### config.mk
export PLATFORM = sky130hd
export DESIGN_NAME = id_remap_top
export DESIGN_NICKNAME = d
export VERILOG_FILES = /design/src/source/id_remap_pkg.sv /design/src/source/remap_reg_pkg.sv /design/src/source/id_mapper.sv /design/src/source/req_remapper.sv /design/src/source/remap_regs.sv /design/src/source/id_remap_top.sv
export SDC_FILE = /design/constraint.sdc
export NUM_CORES = 1
export LEC_CHECK = 0
export ABC_AREA = 1
export BUFFER_PORTS_ARGS = -buffer_cell sky130_fd_sc_hd__buf_2
export CORE_MARGIN = 3
export CORE_UTILIZATION = 40
export DETAILED_ROUTE_END_ITERATION = 8
export SETUP_SLACK_MARGIN = 0.2
export SYNTH_ARGS = -nofsm -noshare
export SYNTH_HDL_FRONTEND = slang
export SYNTH_SLANG_ARGS = --single-unit
### constraint.sdc
create_clock -name clk -period 27.7 [get_ports clk]
set_clock_uncertainty 0.1 [all_clocks]
set_input_delay 1.385 -clock clk [delete_from_list [all_inputs] [get_ports clk]]
set_output_delay 1.385 -clock clk [all_outputs]
set_load 0.05 [all_outputs]
### src/source/id_remap_pkg.sv
package id_remap_pkg;

  // Forward and internal IDs share one width.
  localparam int ID_W = 4;

  // Largest pool the ID type can address.
  localparam int NUM_ID_MAX = 1 << ID_W;

  typedef logic [ID_W-1:0] id_t;     // fid or rid.

  // Free count or limit, 0 up to NUM_ID_MAX.
  typedef logic [ID_W:0] count_t;

endpackage

### src/source/remap_reg_pkg.sv
package remap_reg_pkg;

  typedef logic [2:0]  reg_addr_t;
  typedef logic [15:0] reg_data_t;

  // Register map.
  localparam reg_addr_t ADDR_CTRL   = 3'd0;  // Bit 0 enable.
  localparam reg_addr_t ADDR_LIMIT  = 3'd1;  // Outstanding-ID limit.
  localparam reg_addr_t ADDR_FREE   = 3'd2;  // Free count, RO.
  localparam reg_addr_t ADDR_GRANTS = 3'd3;  // Grant count, write clears.
  localparam reg_addr_t ADDR_BUSY   = 3'd4;  // Busy map, RO.

endpackage

### src/source/id_mapper.sv
`timescale 1ns/1ps

module id_mapper #(
  parameter int NUM_ID = 16
) (
  input  logic                 clk,
  input  logic                 rst,
  // Allocation side.
  input  logic                 map_req,
  input  id_remap_pkg::id_t    map_fid,
  output logic                 map_vld,
  output id_remap_pkg::id_t    map_rid,
  // Release ports.
  input  logic                 rel_0,
  input  logic                 rel_1,
  input  id_remap_pkg::id_t    rel_rid_0,
  input  id_remap_pkg::id_t    rel_rid_1,
  output logic                 rel_vld_0,
  output logic                 rel_vld_1,
  output id_remap_pkg::id_t    rel_fid_0,
  output id_remap_pkg::id_t    rel_fid_1,
  // Lookup, no side effect.
  input  id_remap_pkg::id_t    lkp_rid,
  output logic                 lkp_vld,
  output id_remap_pkg::id_t    lkp_fid,
  // Status.
  output id_remap_pkg::count_t free_cnt,
  output logic [NUM_ID-1:0]    id_bsy
);

  logic [NUM_ID-1:0]    bsy;
  logic [NUM_ID-1:0]    bsy_nxt;
  logic [NUM_ID-1:0]    mask;       // Rids above the last grant.
  logic [NUM_ID-1:0]    mask_nxt;
  id_remap_pkg::id_t    fid_tbl [NUM_ID];
  logic                 grant;
  logic                 offer_vld;
  id_remap_pkg::id_t    offer_rid;
  id_remap_pkg::count_t free_nxt;

  assign grant = map_req && map_vld;  // Offer taken this cycle.

  ////////////////////////////////////////////////////////////////////////////
  // Busy bits and rotation mask.
  ////////////////////////////////////////////////////////////////////////////

  always_comb begin
    bsy_nxt = bsy;
    for (int i = 0; i < NUM_ID; i++) begin
      if (rel_0 && (rel_rid_0 == i))
        bsy_nxt[i] = 1'b0;  // Port 0 release.
      if (rel_1 && (rel_rid_1 == i))
        bsy_nxt[i] = 1'b0;  // Port 1 release.
      if (grant && (map_rid == i))
        bsy_nxt[i] = 1'b1;
    end
  end

  // Everything strictly above the rid granted now.
  always_comb begin
    mask_nxt = mask;
    if (grant)
      mask_nxt = ({NUM_ID{1'b1}} << map_rid) << 1;
  end

  ////////////////////////////////////////////////////////////////////////////
  // Next offer and free count, both from the next busy state.
  ////////////////////////////////////////////////////////////////////////////

  always_comb begin
    offer_vld = 1'b0;
    offer_rid = '0;
    // First pass above the last grant.
    for (int i = 0; i < NUM_ID; i++) begin
      if (!offer_vld && mask_nxt[i] && !bsy_nxt[i]) begin
        offer_vld = 1'b1;
        offer_rid = id_remap_pkg::id_t'(i);
      end
    end
    // Wrap to the lowest free rid.
    for (int i = 0; i < NUM_ID; i++) begin
      if (!offer_vld && !bsy_nxt[i]) begin
        offer_vld = 1'b1;
        offer_rid = id_remap_pkg::id_t'(i);
      end
    end
  end

  always_comb begin
    free_nxt = '0;
    for (int i = 0; i < NUM_ID; i++)
      if (!bsy_nxt[i])
        free_nxt = free_nxt + 1'b1;
  end

  always_ff @(posedge clk) begin
    if (rst) begin
      bsy      <= '0;
      mask     <= '1;  // Rid 0 first.
      map_vld  <= 1'b0;
      map_rid  <= '0;
      free_cnt <= id_remap_pkg::count_t'(NUM_ID);
    end else begin
      bsy      <= bsy_nxt;
      mask     <= mask_nxt;
      map_vld  <= offer_vld;
      map_rid  <= offer_rid;
      free_cnt <= free_nxt;
    end
  end

  // Rid-to-fid table.
  always_ff @(posedge clk) begin
    if (grant)
      fid_tbl[map_rid] <= map_fid;
  end

  // Release and lookup reads of the current state.
  assign rel_vld_0 = (rel_rid_0 < NUM_ID) && bsy[rel_rid_0];
  assign rel_fid_0 = fid_tbl[rel_rid_0];
  assign rel_vld_1 = (rel_rid_1 < NUM_ID) && bsy[rel_rid_1];
  assign rel_fid_1 = fid_tbl[rel_rid_1];
  assign lkp_vld   = (lkp_rid < NUM_ID) && bsy[lkp_rid];
  assign lkp_fid   = fid_tbl[lkp_rid];

  assign id_bsy = bsy;

endmodule

### src/source/req_remapper.sv
`timescale 1ns/1ps

module req_remapper #(
  parameter int NUM_ID = 16
) (
  input  logic                 clk,
  input  logic                 rst,
  // Upstream.
  input  logic                 req,
  input  id_remap_pkg::id_t    req_fid,
  output logic                 req_grant,
  // Steering from the register block.
  input  logic                 enable,
  input  id_remap_pkg::count_t limit,
  input  id_remap_pkg::count_t free_cnt,
  // Pool offer.
  input  logic                 map_vld,
  input  id_remap_pkg::id_t    map_rid,
  output logic                 map_req,
  output id_remap_pkg::id_t    map_fid,
  // Downstream.
  output logic                 out_vld,
  output id_remap_pkg::id_t    out_rid,
  output id_remap_pkg::id_t    out_fid
);

  id_remap_pkg::count_t outstanding;
  logic                 below_limit;

  ////////////////////////////////////////////////////////////////////////////
  // Grant decision.
  ////////////////////////////////////////////////////////////////////////////

  assign outstanding = id_remap_pkg::count_t'(NUM_ID) - free_cnt;
  assign below_limit = (outstanding < limit);

  assign req_grant = req && enable && map_vld && below_limit;

  assign map_req = req_grant;  // Pool takes the offer.
  assign map_fid = req_fid;

  // Downstream request, one cycle after grant.
  always_ff @(posedge clk) begin
    if (rst)
      out_vld <= 1'b0;
    else
      out_vld <= req_grant;
  end

  always_ff @(posedge clk) begin
    if (req_grant) begin
      out_rid <= map_rid;
      out_fid <= req_fid;
    end
  end

endmodule

### src/source/remap_regs.sv
`timescale 1ns/1ps

module remap_regs #(
  parameter int NUM_ID = 16
) (
  input  logic                     clk,
  input  logic                     rst,
  // Register bus.
  input  logic                     reg_wr,
  input  remap_reg_pkg::reg_addr_t reg_addr,
  input  remap_reg_pkg::reg_data_t reg_wdata,
  output remap_reg_pkg::reg_data_t reg_rdata,
  // Control out.
  output logic                     enable,
  output id_remap_pkg::count_t     limit,
  // Status in.
  input  logic                     req_grant,
  input  id_remap_pkg::count_t     free_cnt,
  input  logic [NUM_ID-1:0]        id_bsy
);

  remap_reg_pkg::reg_data_t grant_cnt;

  always_ff @(posedge clk) begin
    if (rst) begin
      enable <= 1'b0;
      limit  <= id_remap_pkg::count_t'(NUM_ID);  // No limit by default.
    end else if (reg_wr) begin
      if (reg_addr == remap_reg_pkg::ADDR_CTRL)
        enable <= reg_wdata[0];
      if (reg_addr == remap_reg_pkg::ADDR_LIMIT)
        limit <= id_remap_pkg::count_t'(reg_wdata);
    end
  end

  // Grant counter. Wraps, write clears.
  always_ff @(posedge clk) begin
    if (rst)
      grant_cnt <= '0;
    else if (reg_wr && (reg_addr == remap_reg_pkg::ADDR_GRANTS))
      grant_cnt <= '0;  // Clear beats a same-cycle grant.
    else if (req_grant)
      grant_cnt <= grant_cnt + 1'b1;
  end

  ////////////////////////////////////////////////////////////////////////////
  // Read mux, unused bits zero.
  ////////////////////////////////////////////////////////////////////////////

  always_comb begin
    case (reg_addr)
      remap_reg_pkg::ADDR_CTRL:   reg_rdata = remap_reg_pkg::reg_data_t'(enable);
      remap_reg_pkg::ADDR_LIMIT:  reg_rdata = remap_reg_pkg::reg_data_t'(limit);
      remap_reg_pkg::ADDR_FREE:   reg_rdata = remap_reg_pkg::reg_data_t'(free_cnt);
      remap_reg_pkg::ADDR_GRANTS: reg_rdata = grant_cnt;
      remap_reg_pkg::ADDR_BUSY:   reg_rdata = remap_reg_pkg::reg_data_t'(id_bsy);
      default:                    reg_rdata = '0;
    endcase
  end

endmodule

### src/source/id_remap_top.sv
`timescale 1ns/1ps

module id_remap_top #(
  parameter int NUM_ID = id_remap_pkg::NUM_ID_MAX
) (
  input  logic                     clk,
  input  logic                     rst,
  // Upstream requests.
  input  logic                     req,
  input  id_remap_pkg::id_t        req_fid,
  output logic                     req_grant,
  // Downstream requests.
  output logic                     out_vld,
  output id_remap_pkg::id_t        out_rid,
  output id_remap_pkg::id_t        out_fid,
  // Response ports.
  input  logic                     rsp_0,
  input  id_remap_pkg::id_t        rsp_rid_0,
  output logic                     rsp_vld_0,
  output id_remap_pkg::id_t        rsp_fid_0,
  input  logic                     rsp_1,
  input  id_remap_pkg::id_t        rsp_rid_1,
  output logic                     rsp_vld_1,
  output id_remap_pkg::id_t        rsp_fid_1,
  // Lookup.
  input  id_remap_pkg::id_t        lkp_rid,
  output logic                     lkp_vld,
  output id_remap_pkg::id_t        lkp_fid,
  // Register bus.
  input  logic                     reg_wr,
  input  remap_reg_pkg::reg_addr_t reg_addr,
  input  remap_reg_pkg::reg_data_t reg_wdata,
  output remap_reg_pkg::reg_data_t reg_rdata
);

  logic                 enable;
  id_remap_pkg::count_t limit;
  id_remap_pkg::count_t free_cnt;
  logic [NUM_ID-1:0]    id_bsy;
  logic                 map_req;
  id_remap_pkg::id_t    map_fid;
  logic                 map_vld;
  id_remap_pkg::id_t    map_rid;

  // Request path.
  req_remapper #(.NUM_ID(NUM_ID)) req_remapper_i (
    .clk, .rst,
    .req, .req_fid, .req_grant,
    .enable, .limit, .free_cnt,
    .map_vld, .map_rid, .map_req, .map_fid,
    .out_vld, .out_rid, .out_fid
  );

  // ID pool. Release ports serve the responses.
  id_mapper #(.NUM_ID(NUM_ID)) id_mapper_i (
    .clk, .rst,
    .map_req, .map_fid, .map_vld, .map_rid,
    .rel_0     (rsp_0),
    .rel_1     (rsp_1),
    .rel_rid_0 (rsp_rid_0),
    .rel_rid_1 (rsp_rid_1),
    .rel_vld_0 (rsp_vld_0),
    .rel_vld_1 (rsp_vld_1),
    .rel_fid_0 (rsp_fid_0),
    .rel_fid_1 (rsp_fid_1),
    .lkp_rid, .lkp_vld, .lkp_fid,
    .free_cnt, .id_bsy
  );

  // Control and status.
  remap_regs #(.NUM_ID(NUM_ID)) remap_regs_i (
    .clk, .rst,
    .reg_wr, .reg_addr, .reg_wdata, .reg_rdata,
    .enable, .limit,
    .req_grant, .free_cnt, .id_bsy
  );

endmodule

-- Yosys cells after proc, flatten, opt, wreduce, memory -nomap -nowiden
Memories as Yosys holds them, arrays and structs flattened.
Cells that the tools add are included.
- RAM bits: 64
- memories kept: 1
- bits in registers: 73
- bits of input ports: 41
- word-level logic and storage cells: 374
- output and inout port bits: 41
- reduce and logical (&&, ||, !) cells: 154
- magnitude comparators: 4
- multiplexer cells: 137
- add/subtract/negate cells: 17
- shifts and indexed selects: 1
- equal/unequal tests: 49
- memories (name ; depth ; width ; read ports ; clocked after Yosys merged registers in ; wr ports ; RTL line ; text):
    id_mapper_i.fid_tbl ; 16 ; 4 ; 3 ; 0 ; 1 ; id_mapper.sv:35 ; id_remap_pkg::id_t fid_tbl [NUM_ID];
- operator list (kind ; count):
    logical AND 1 bit ; 100
    equality test 4 bit, second input constant ; 24
    two-way mux 4 bit ; 24
    two-way mux 1 bit ; 87
    case mux 16 bit (5 select lines) ; 1
    two-way mux 5 bit ; 15
    adder 5 x 1 -> 5 bit, second input constant ; 14
    equality test 4 x 3 -> 1 bit, second input constant ; 12
    zero test 1 bit ; 47
    equality test 4 x 2 -> 1 bit, second input constant ; 6
    adder 16 x 1 -> 16 bit, second input constant ; 1
    two-way mux 16 bit ; 1
    left shift 16 x 4 -> 15 bit, first input constant ; 1
    less-than comparator 4 x 5 -> 1 bit, second input constant ; 3
    binary-select mux 1 bit (select 4 bit) ; 3
    equality test 4 x 1 -> 1 bit, second input constant ; 3
    zero test 4 bit ; 3
    two-way mux 3 bit ; 4
    equality test 3 x 2 -> 1 bit, second input constant ; 2
    less-than comparator 5 bit ; 1
    subtractor 5 bit, first input constant ; 1
    two-way mux 2 bit ; 2
    AND reduction 2 bit ; 2
    equality test 3 x 1 -> 1 bit, second input constant ; 1
    other kinds (4) ; 4

-- Logic depth before layout (Yosys ltp)
- word-level depth: 117
- depth in mapped cells: 66
- gate-level depth less buffers: 64

-- Cells and area by module
Synthesis repeated with hierarchy kept, for this count alone.
- cells, all modules: 1400
- area, all modules: 9919.5 um^2
- modules (own cells, without submodules) (module ; seq. area each (um^2) ; times used ; cells each ; area an instance (um^2)):
    id_mapper ; 2762.6 ; 1 ; 1136 ; 8010.2
    remap_regs ; 440.4 ; 1 ; 213 ; 1396.3
    req_remapper ; 260.2 ; 1 ; 51 ; 513.0

-- Worst setup path before layout
Ideal clock, no wire load.
- path type: input to register
- start: in req
- end: reg id_mapper_i.free_cnt[4]
- required time: 27.478 ns
- cell stages on the path: 59
- buffers on the path: 2
- library setup time: 0.122 ns
- slack: 17.441 ns
- data arrival time: 10.038 ns
- cell sequence: nand3_2 nor2_8 nand2_4 clkinv_4 buf_6 clkbuf_1 nand2_1 nand2_1 inv_1 ha_1 inv_1 nand2_1 and2_1 ha_1 nand2_1 nand2_1 ha_1 or2_1 [23 not listed] ha_1 nand2_1 nand2_1 ha_1 or2_2 o21ai_2 inv_2 ha_1 or2_2 o21ai_1 inv_1 ha_1 nand2_1 nor2_1 nand2_1 inv_1 nand2_1 nand3_1
- longest elaborated chain between the ends: 37
- elaborated cells on any way between the ends: 67
- those cells by class: add/sub (15); mux (32); reduce/logical (20)
- ends and longest elaborated chain (item ; RTL line ; text):
    from (decl) ; id_remap_top.sv:9 ; input logic req,
    logical AND 1 bit * (3 in a row) ; req_remapper.sv:37 ; assign req_grant = req && enable && map_vld && below_limit;
    net req_grant ; id_remap_top.sv:11 ; output logic req_grant,
    logical AND 1 bit * ; id_mapper.sv:41 ; assign grant = map_req && map_vld;
    logical AND 1 bit * ; id_mapper.sv:54 ; if (grant && (map_rid == i))
    two-way mux 1 bit * ; id_mapper.sv:54 ;
    net id_mapper_i.bsy_nxt[0] ; id_mapper.sv:32 ; logic [NUM_ID-1:0] bsy_nxt;
    two-way mux 1 bit * ; id_mapper.sv:92 ; if (!bsy_nxt[i])
    adder 1 x 1 -> 2 bit ; id_mapper.sv:93 ; free_nxt = free_nxt + 1'b1;
    [21 not listed] ; n/a ;
    adder 5 x 1 -> 5 bit ; id_mapper.sv:93 ;
    two-way mux 5 bit * ; id_mapper.sv:92 ;
    adder 5 x 1 -> 5 bit ; id_mapper.sv:93 ;
    two-way mux 5 bit * ; id_mapper.sv:92 ;
    adder 5 x 1 -> 5 bit ; id_mapper.sv:93 ;
    two-way mux 5 bit * ; id_mapper.sv:92 ;
    adder 5 x 1 -> 5 bit ; id_mapper.sv:93 ;
    two-way mux 5 bit * ; id_mapper.sv:92 ;
    to (signal assigned) ; id_mapper.sv:102 ; free_cnt <= id_remap_pkg::count_t'(NUM_ID);
    to (signal assigned) ; id_mapper.sv:108 ; free_cnt <= free_nxt;
    to (decl) ; id_mapper.sv:27 ; output id_remap_pkg::count_t free_cnt,
Mark *: on every way through the listed nets, which the timed path passes. The rest lies on a longest branch.
A chain may end at the register's enable or synchronous reset.

-- Worst setup path after layout
- start: reg id_mapper_i.free_cnt[1]
- end: reg id_mapper_i.free_cnt[4]
- longest elaborated chain between the ends: 37
- elaborated cells on any way between the ends: 67
- those cells by class: add/sub (16); order compare (1); mux (32); reduce/logical (18)
- ends and longest elaborated chain (item ; RTL line ; text):
    subtractor 5 bit * ; req_remapper.sv:34 ; assign outstanding = id_remap_pkg::count_t'(NUM_ID) - free_cnt;
    less-than comparator 5 bit * ; req_remapper.sv:35 ; assign below_limit = (outstanding < limit);
    logical AND 1 bit * ; req_remapper.sv:37 ;
    logical AND 1 bit * ; id_mapper.sv:41 ;
    logical AND 1 bit * ; id_mapper.sv:54 ;
    two-way mux 1 bit * ; id_mapper.sv:54 ;
    net id_mapper_i.bsy_nxt[0] ; id_mapper.sv:32 ;
    two-way mux 1 bit * ; id_mapper.sv:92 ;
    [22 not listed] ; n/a ;
    adder 5 x 1 -> 5 bit ; id_mapper.sv:93 ;
    two-way mux 5 bit * ; id_mapper.sv:92 ;
    adder 5 x 1 -> 5 bit ; id_mapper.sv:93 ;
    two-way mux 5 bit * ; id_mapper.sv:92 ;
    adder 5 x 1 -> 5 bit ; id_mapper.sv:93 ;
    two-way mux 5 bit * ; id_mapper.sv:92 ;
    adder 5 x 1 -> 5 bit ; id_mapper.sv:93 ;
    two-way mux 5 bit * ; id_mapper.sv:92 ;
Marked as above.

==> metrics.txt <==
total length of routed wires 29830 µm; Die Y about 160 µm; H-tree Lvls 4; Net Count, Synth between 1000 and 1500; Clk pin slew, worst setup/hold paths ~0.060 ns; max incr delay on CP between 0.3 and 0.4 ns; remaining global-route overflow 0; RSZ-0062 raised after global routing no; DP Worst Slack between 15 and 20 ns; status completed; vias 9314; Final period util 36.56%; Int Power between 400 and 500 µW; hold_buf cts 0; WL/cell ~17 µm; first-pass GRT wire length between 40000 and 50000 µm; Worst Path Required about 28 ns; count of cell types in the netlist 58; GR Util All Layers 22.99%; Starting Density about two fifths; setup tns final 0 ns; Worst-Skew Late Latency roughly 0.43 ns; worst r2r src id_mapper_i.free_cnt[1]$_SDFF_PP0_; Worst Hold Launch id_mapper_i.mask[8]$_SDFF_PP1_; CP Class reg -> reg; post-synth top area share a little under a quarter; largest fanout on the critical path 31; Final setup viols 0; crit end category register; PostCTS Resize Cnt 0; Fin. Hold Viols 0; TritonCTS buffer count 17; WHS Path Cells 2; CP top delay family adder cells; most frequent cell on the critical path nand2_1; Mapped Area between 9000 and 10000 µm²; power share of the clock group between 30% and 40%; register area share after synthesis between 30% and 40%; share of cells above drive strength 1 ~16%; net switching fraction of the power approximately 36%; DRT iter0 DRCs approximately 1000; number of synthesized flops with an enable pin slightly above 70; WP data arrival 10.32 ns; Final min period 10.13 ns; Post-synth ARST share 0%; Fmax ~99 MHz; Mapped Avg Cell Area 7.168 µm²; Top FF cell, synth edfxtp_1; Pins Over Slew Limit 0; hold endpoint id_mapper_i.mask[8]$_SDFF_PP1_; post-CTS setup buffer count 0; VDD IR-drop max between 0.04 and 0.05 mV; Buf/Inv on CP 8; headroom to the max-slew limit roughly 35%; crit path launch type register; Post-synth top cells nand2_1 (277), inv_1 (207), o21ai_0 (112); Tightest Hold Check Type reg -> reg; r2r worst-path depth 63; net switching power between 200 and 250 µW; pin count of the biggest net entering global routing 75; vias in the first global route between 8000 and 9000; area delta synth->final 13.11%; Synth warnings 0; worst r2r dst id_mapper_i.free_cnt[4]$_SDFF_PP1_; Clock Sink Count roughly 140; FF-to-FF setup slack around 18 ns; Mapped Cells roughly 1300; Worst path slowest cell dfxtp_1; CTS tree done; n_diodes 0; flops & latches, synth roughly 140; Synth area leaders edfxtp_1 (23%), dfxtp_1 (14%), nand2_1 (11%); I/O Buffers 70; PnR worst setup slack around 18 ns; hpwl dp 22030 µm; drt via density between 5 and 6; logic gate share of total power 32.0%; Final nets 1447; Synth area leader edfxtp_1; overall power 670.5 µW; Post-DRT Antenna Nets 0; num rows 55; total die area 25650 µm²; most frequent cell after synthesis nand2_1; TritonRoute pass-1 iters 6; worst-margin pin slew roughly 0.98 ns; Core ar. about 23000 µm²; Seq pwr share 33.1%; io pins 82; DIE WIDTH roughly 160 µm; Clock Path Buffers 2; LEAKAGE between 0.004 and 0.005 µW; routability cong. between 0.9 and 1; Max Cap Viol 0; initial antenna violation count 0; Root Driver clkbuf_16; PD cells approximately 62 nW/µm²; DRC violations left 0
logic make-up after synthesis:
kind of cell    share of synthesized area (%)
compound gates                          18.92
xor+xnor                               0.4608
fa+ha+maj                               2.764
buf+inv                                 10.77
flops                                   36.44
mux                                    0.6319
simple gates                            30.02
worst max path at each step:
| stage | from | to | slack [ns] | depth (start not counted) |
|---|---|---|---|---|
| finish | id_mapper_i.free_cnt[1]$_SDFF_PP0_ | id_mapper_i.free_cnt[4]$_SDFF_PP1_ | 17.57 | 63 |
| global route | id_mapper_i.free_cnt[1]$_SDFF_PP0_ | id_mapper_i.free_cnt[4]$_SDFF_PP1_ | 16.69 | 63 |
| CTS | id_mapper_i.free_cnt[1]$_SDFF_PP0_ | id_mapper_i.free_cnt[4]$_SDFF_PP1_ | 17.60 | 63 |
| detailed placement | rsp_rid_1[3] | id_mapper_i.free_cnt[4]$_SDFF_PP1_ | 17.29 | 55 |
| global placement | rsp_rid_1[3] | id_mapper_i.free_cnt[4]$_SDFF_PP1_ | 17.41 | 55 |
| floorplan | req | id_mapper_i.free_cnt[4]$_SDFF_PP1_ | 17.44 | 59 |
layout by cell type, fill, tap and decap left out, types with 19 or more instances in the layout:
cell	Yosys	layout
nand3_1	76	76
o22ai_1	43	43
o21ai_0	112	112
edfxtp_1	72	72
buf_2	2	70
nand4_1	22	22
nand2_1	277	277
nand2_2	32	32
o221ai_1	24	24
dfxtp_1	65	65
inv_2	19	19
a21oi_1	56	56
inv_1	207	207
nor2_1	107	107
ha_1	21	21
registers in the layout, indices dropped and copies added (netlist names):
register and flops:
req_remapper_i.out_rid 4, id_mapper_i.free_cnt 5, id_mapper_i.fid_tbl 64, id_mapper_i.map_rid 4, remap_regs_i.limit 5, id_mapper_i.id_bsy 16
remap_regs_i.grant_cnt 16, remap_regs_i.enable 1, id_mapper_i.map_vld 1, id_mapper_i.mask 16, req_remapper_i.out_vld 1, req_remapper_i.out_fid 4
tightest hold or removal path, stage by stage (launching register included):
cell and delay, ns:
dfxtp_1 0.31, a21oi_1 0.07, nand2_1 0.05
per-layer routing:
| metal | vias to the layer above | part of all wire, % | global-route usage [%] |
|---|---|---|---|
| li1 | 4611 | - | - |
| met1 | 4218 | 45 | 32.67 |
| met2 | 425 | 44 | 35.62 |
| met3 | 60 | 8.2 | 4.306 |
| met4 | 0 | 2.3 | 6.824 |
| met5 | - | 0 | 0 |
power groups by stage:
stage          clock network [µW]  registers (µW)  logic (µW)
2_1_floorplan                   0             226         171
3_3_place_gp                    0             226         211
3_5_place_dp                    0             226         214
4_1_cts                       238             221         215
5_1_grt                       247             222         250
6_report                      234             222         214
layout make-up:
class / count / area [µm²]
fill: 2400 / 12230
multi-input combinational: 921 / 5019
sequential: 137 / 3463
inverter: 232 / 878.3
clock buffer: 17 / 425.4
timing repair buffer: 76 / 395.4
tap: 313 / 391.6
clock inverter: 15 / 178.9
per-stage QoR:
step                      cells  hold WS, ns  utilization (%)  instance area [µm²]
after CTS                  1711       0.3582            46.78                10750
after global routing       1711       0.3908            46.78                10750
after global placement     1679       0.3354            44.15                10150
final                      1711       0.3571            46.78                10750
after floorplan            1326       0.3247                -                 9505
after detailed placement   1679       0.3432            44.15                10150
Power figures use the tool's default switching activity.
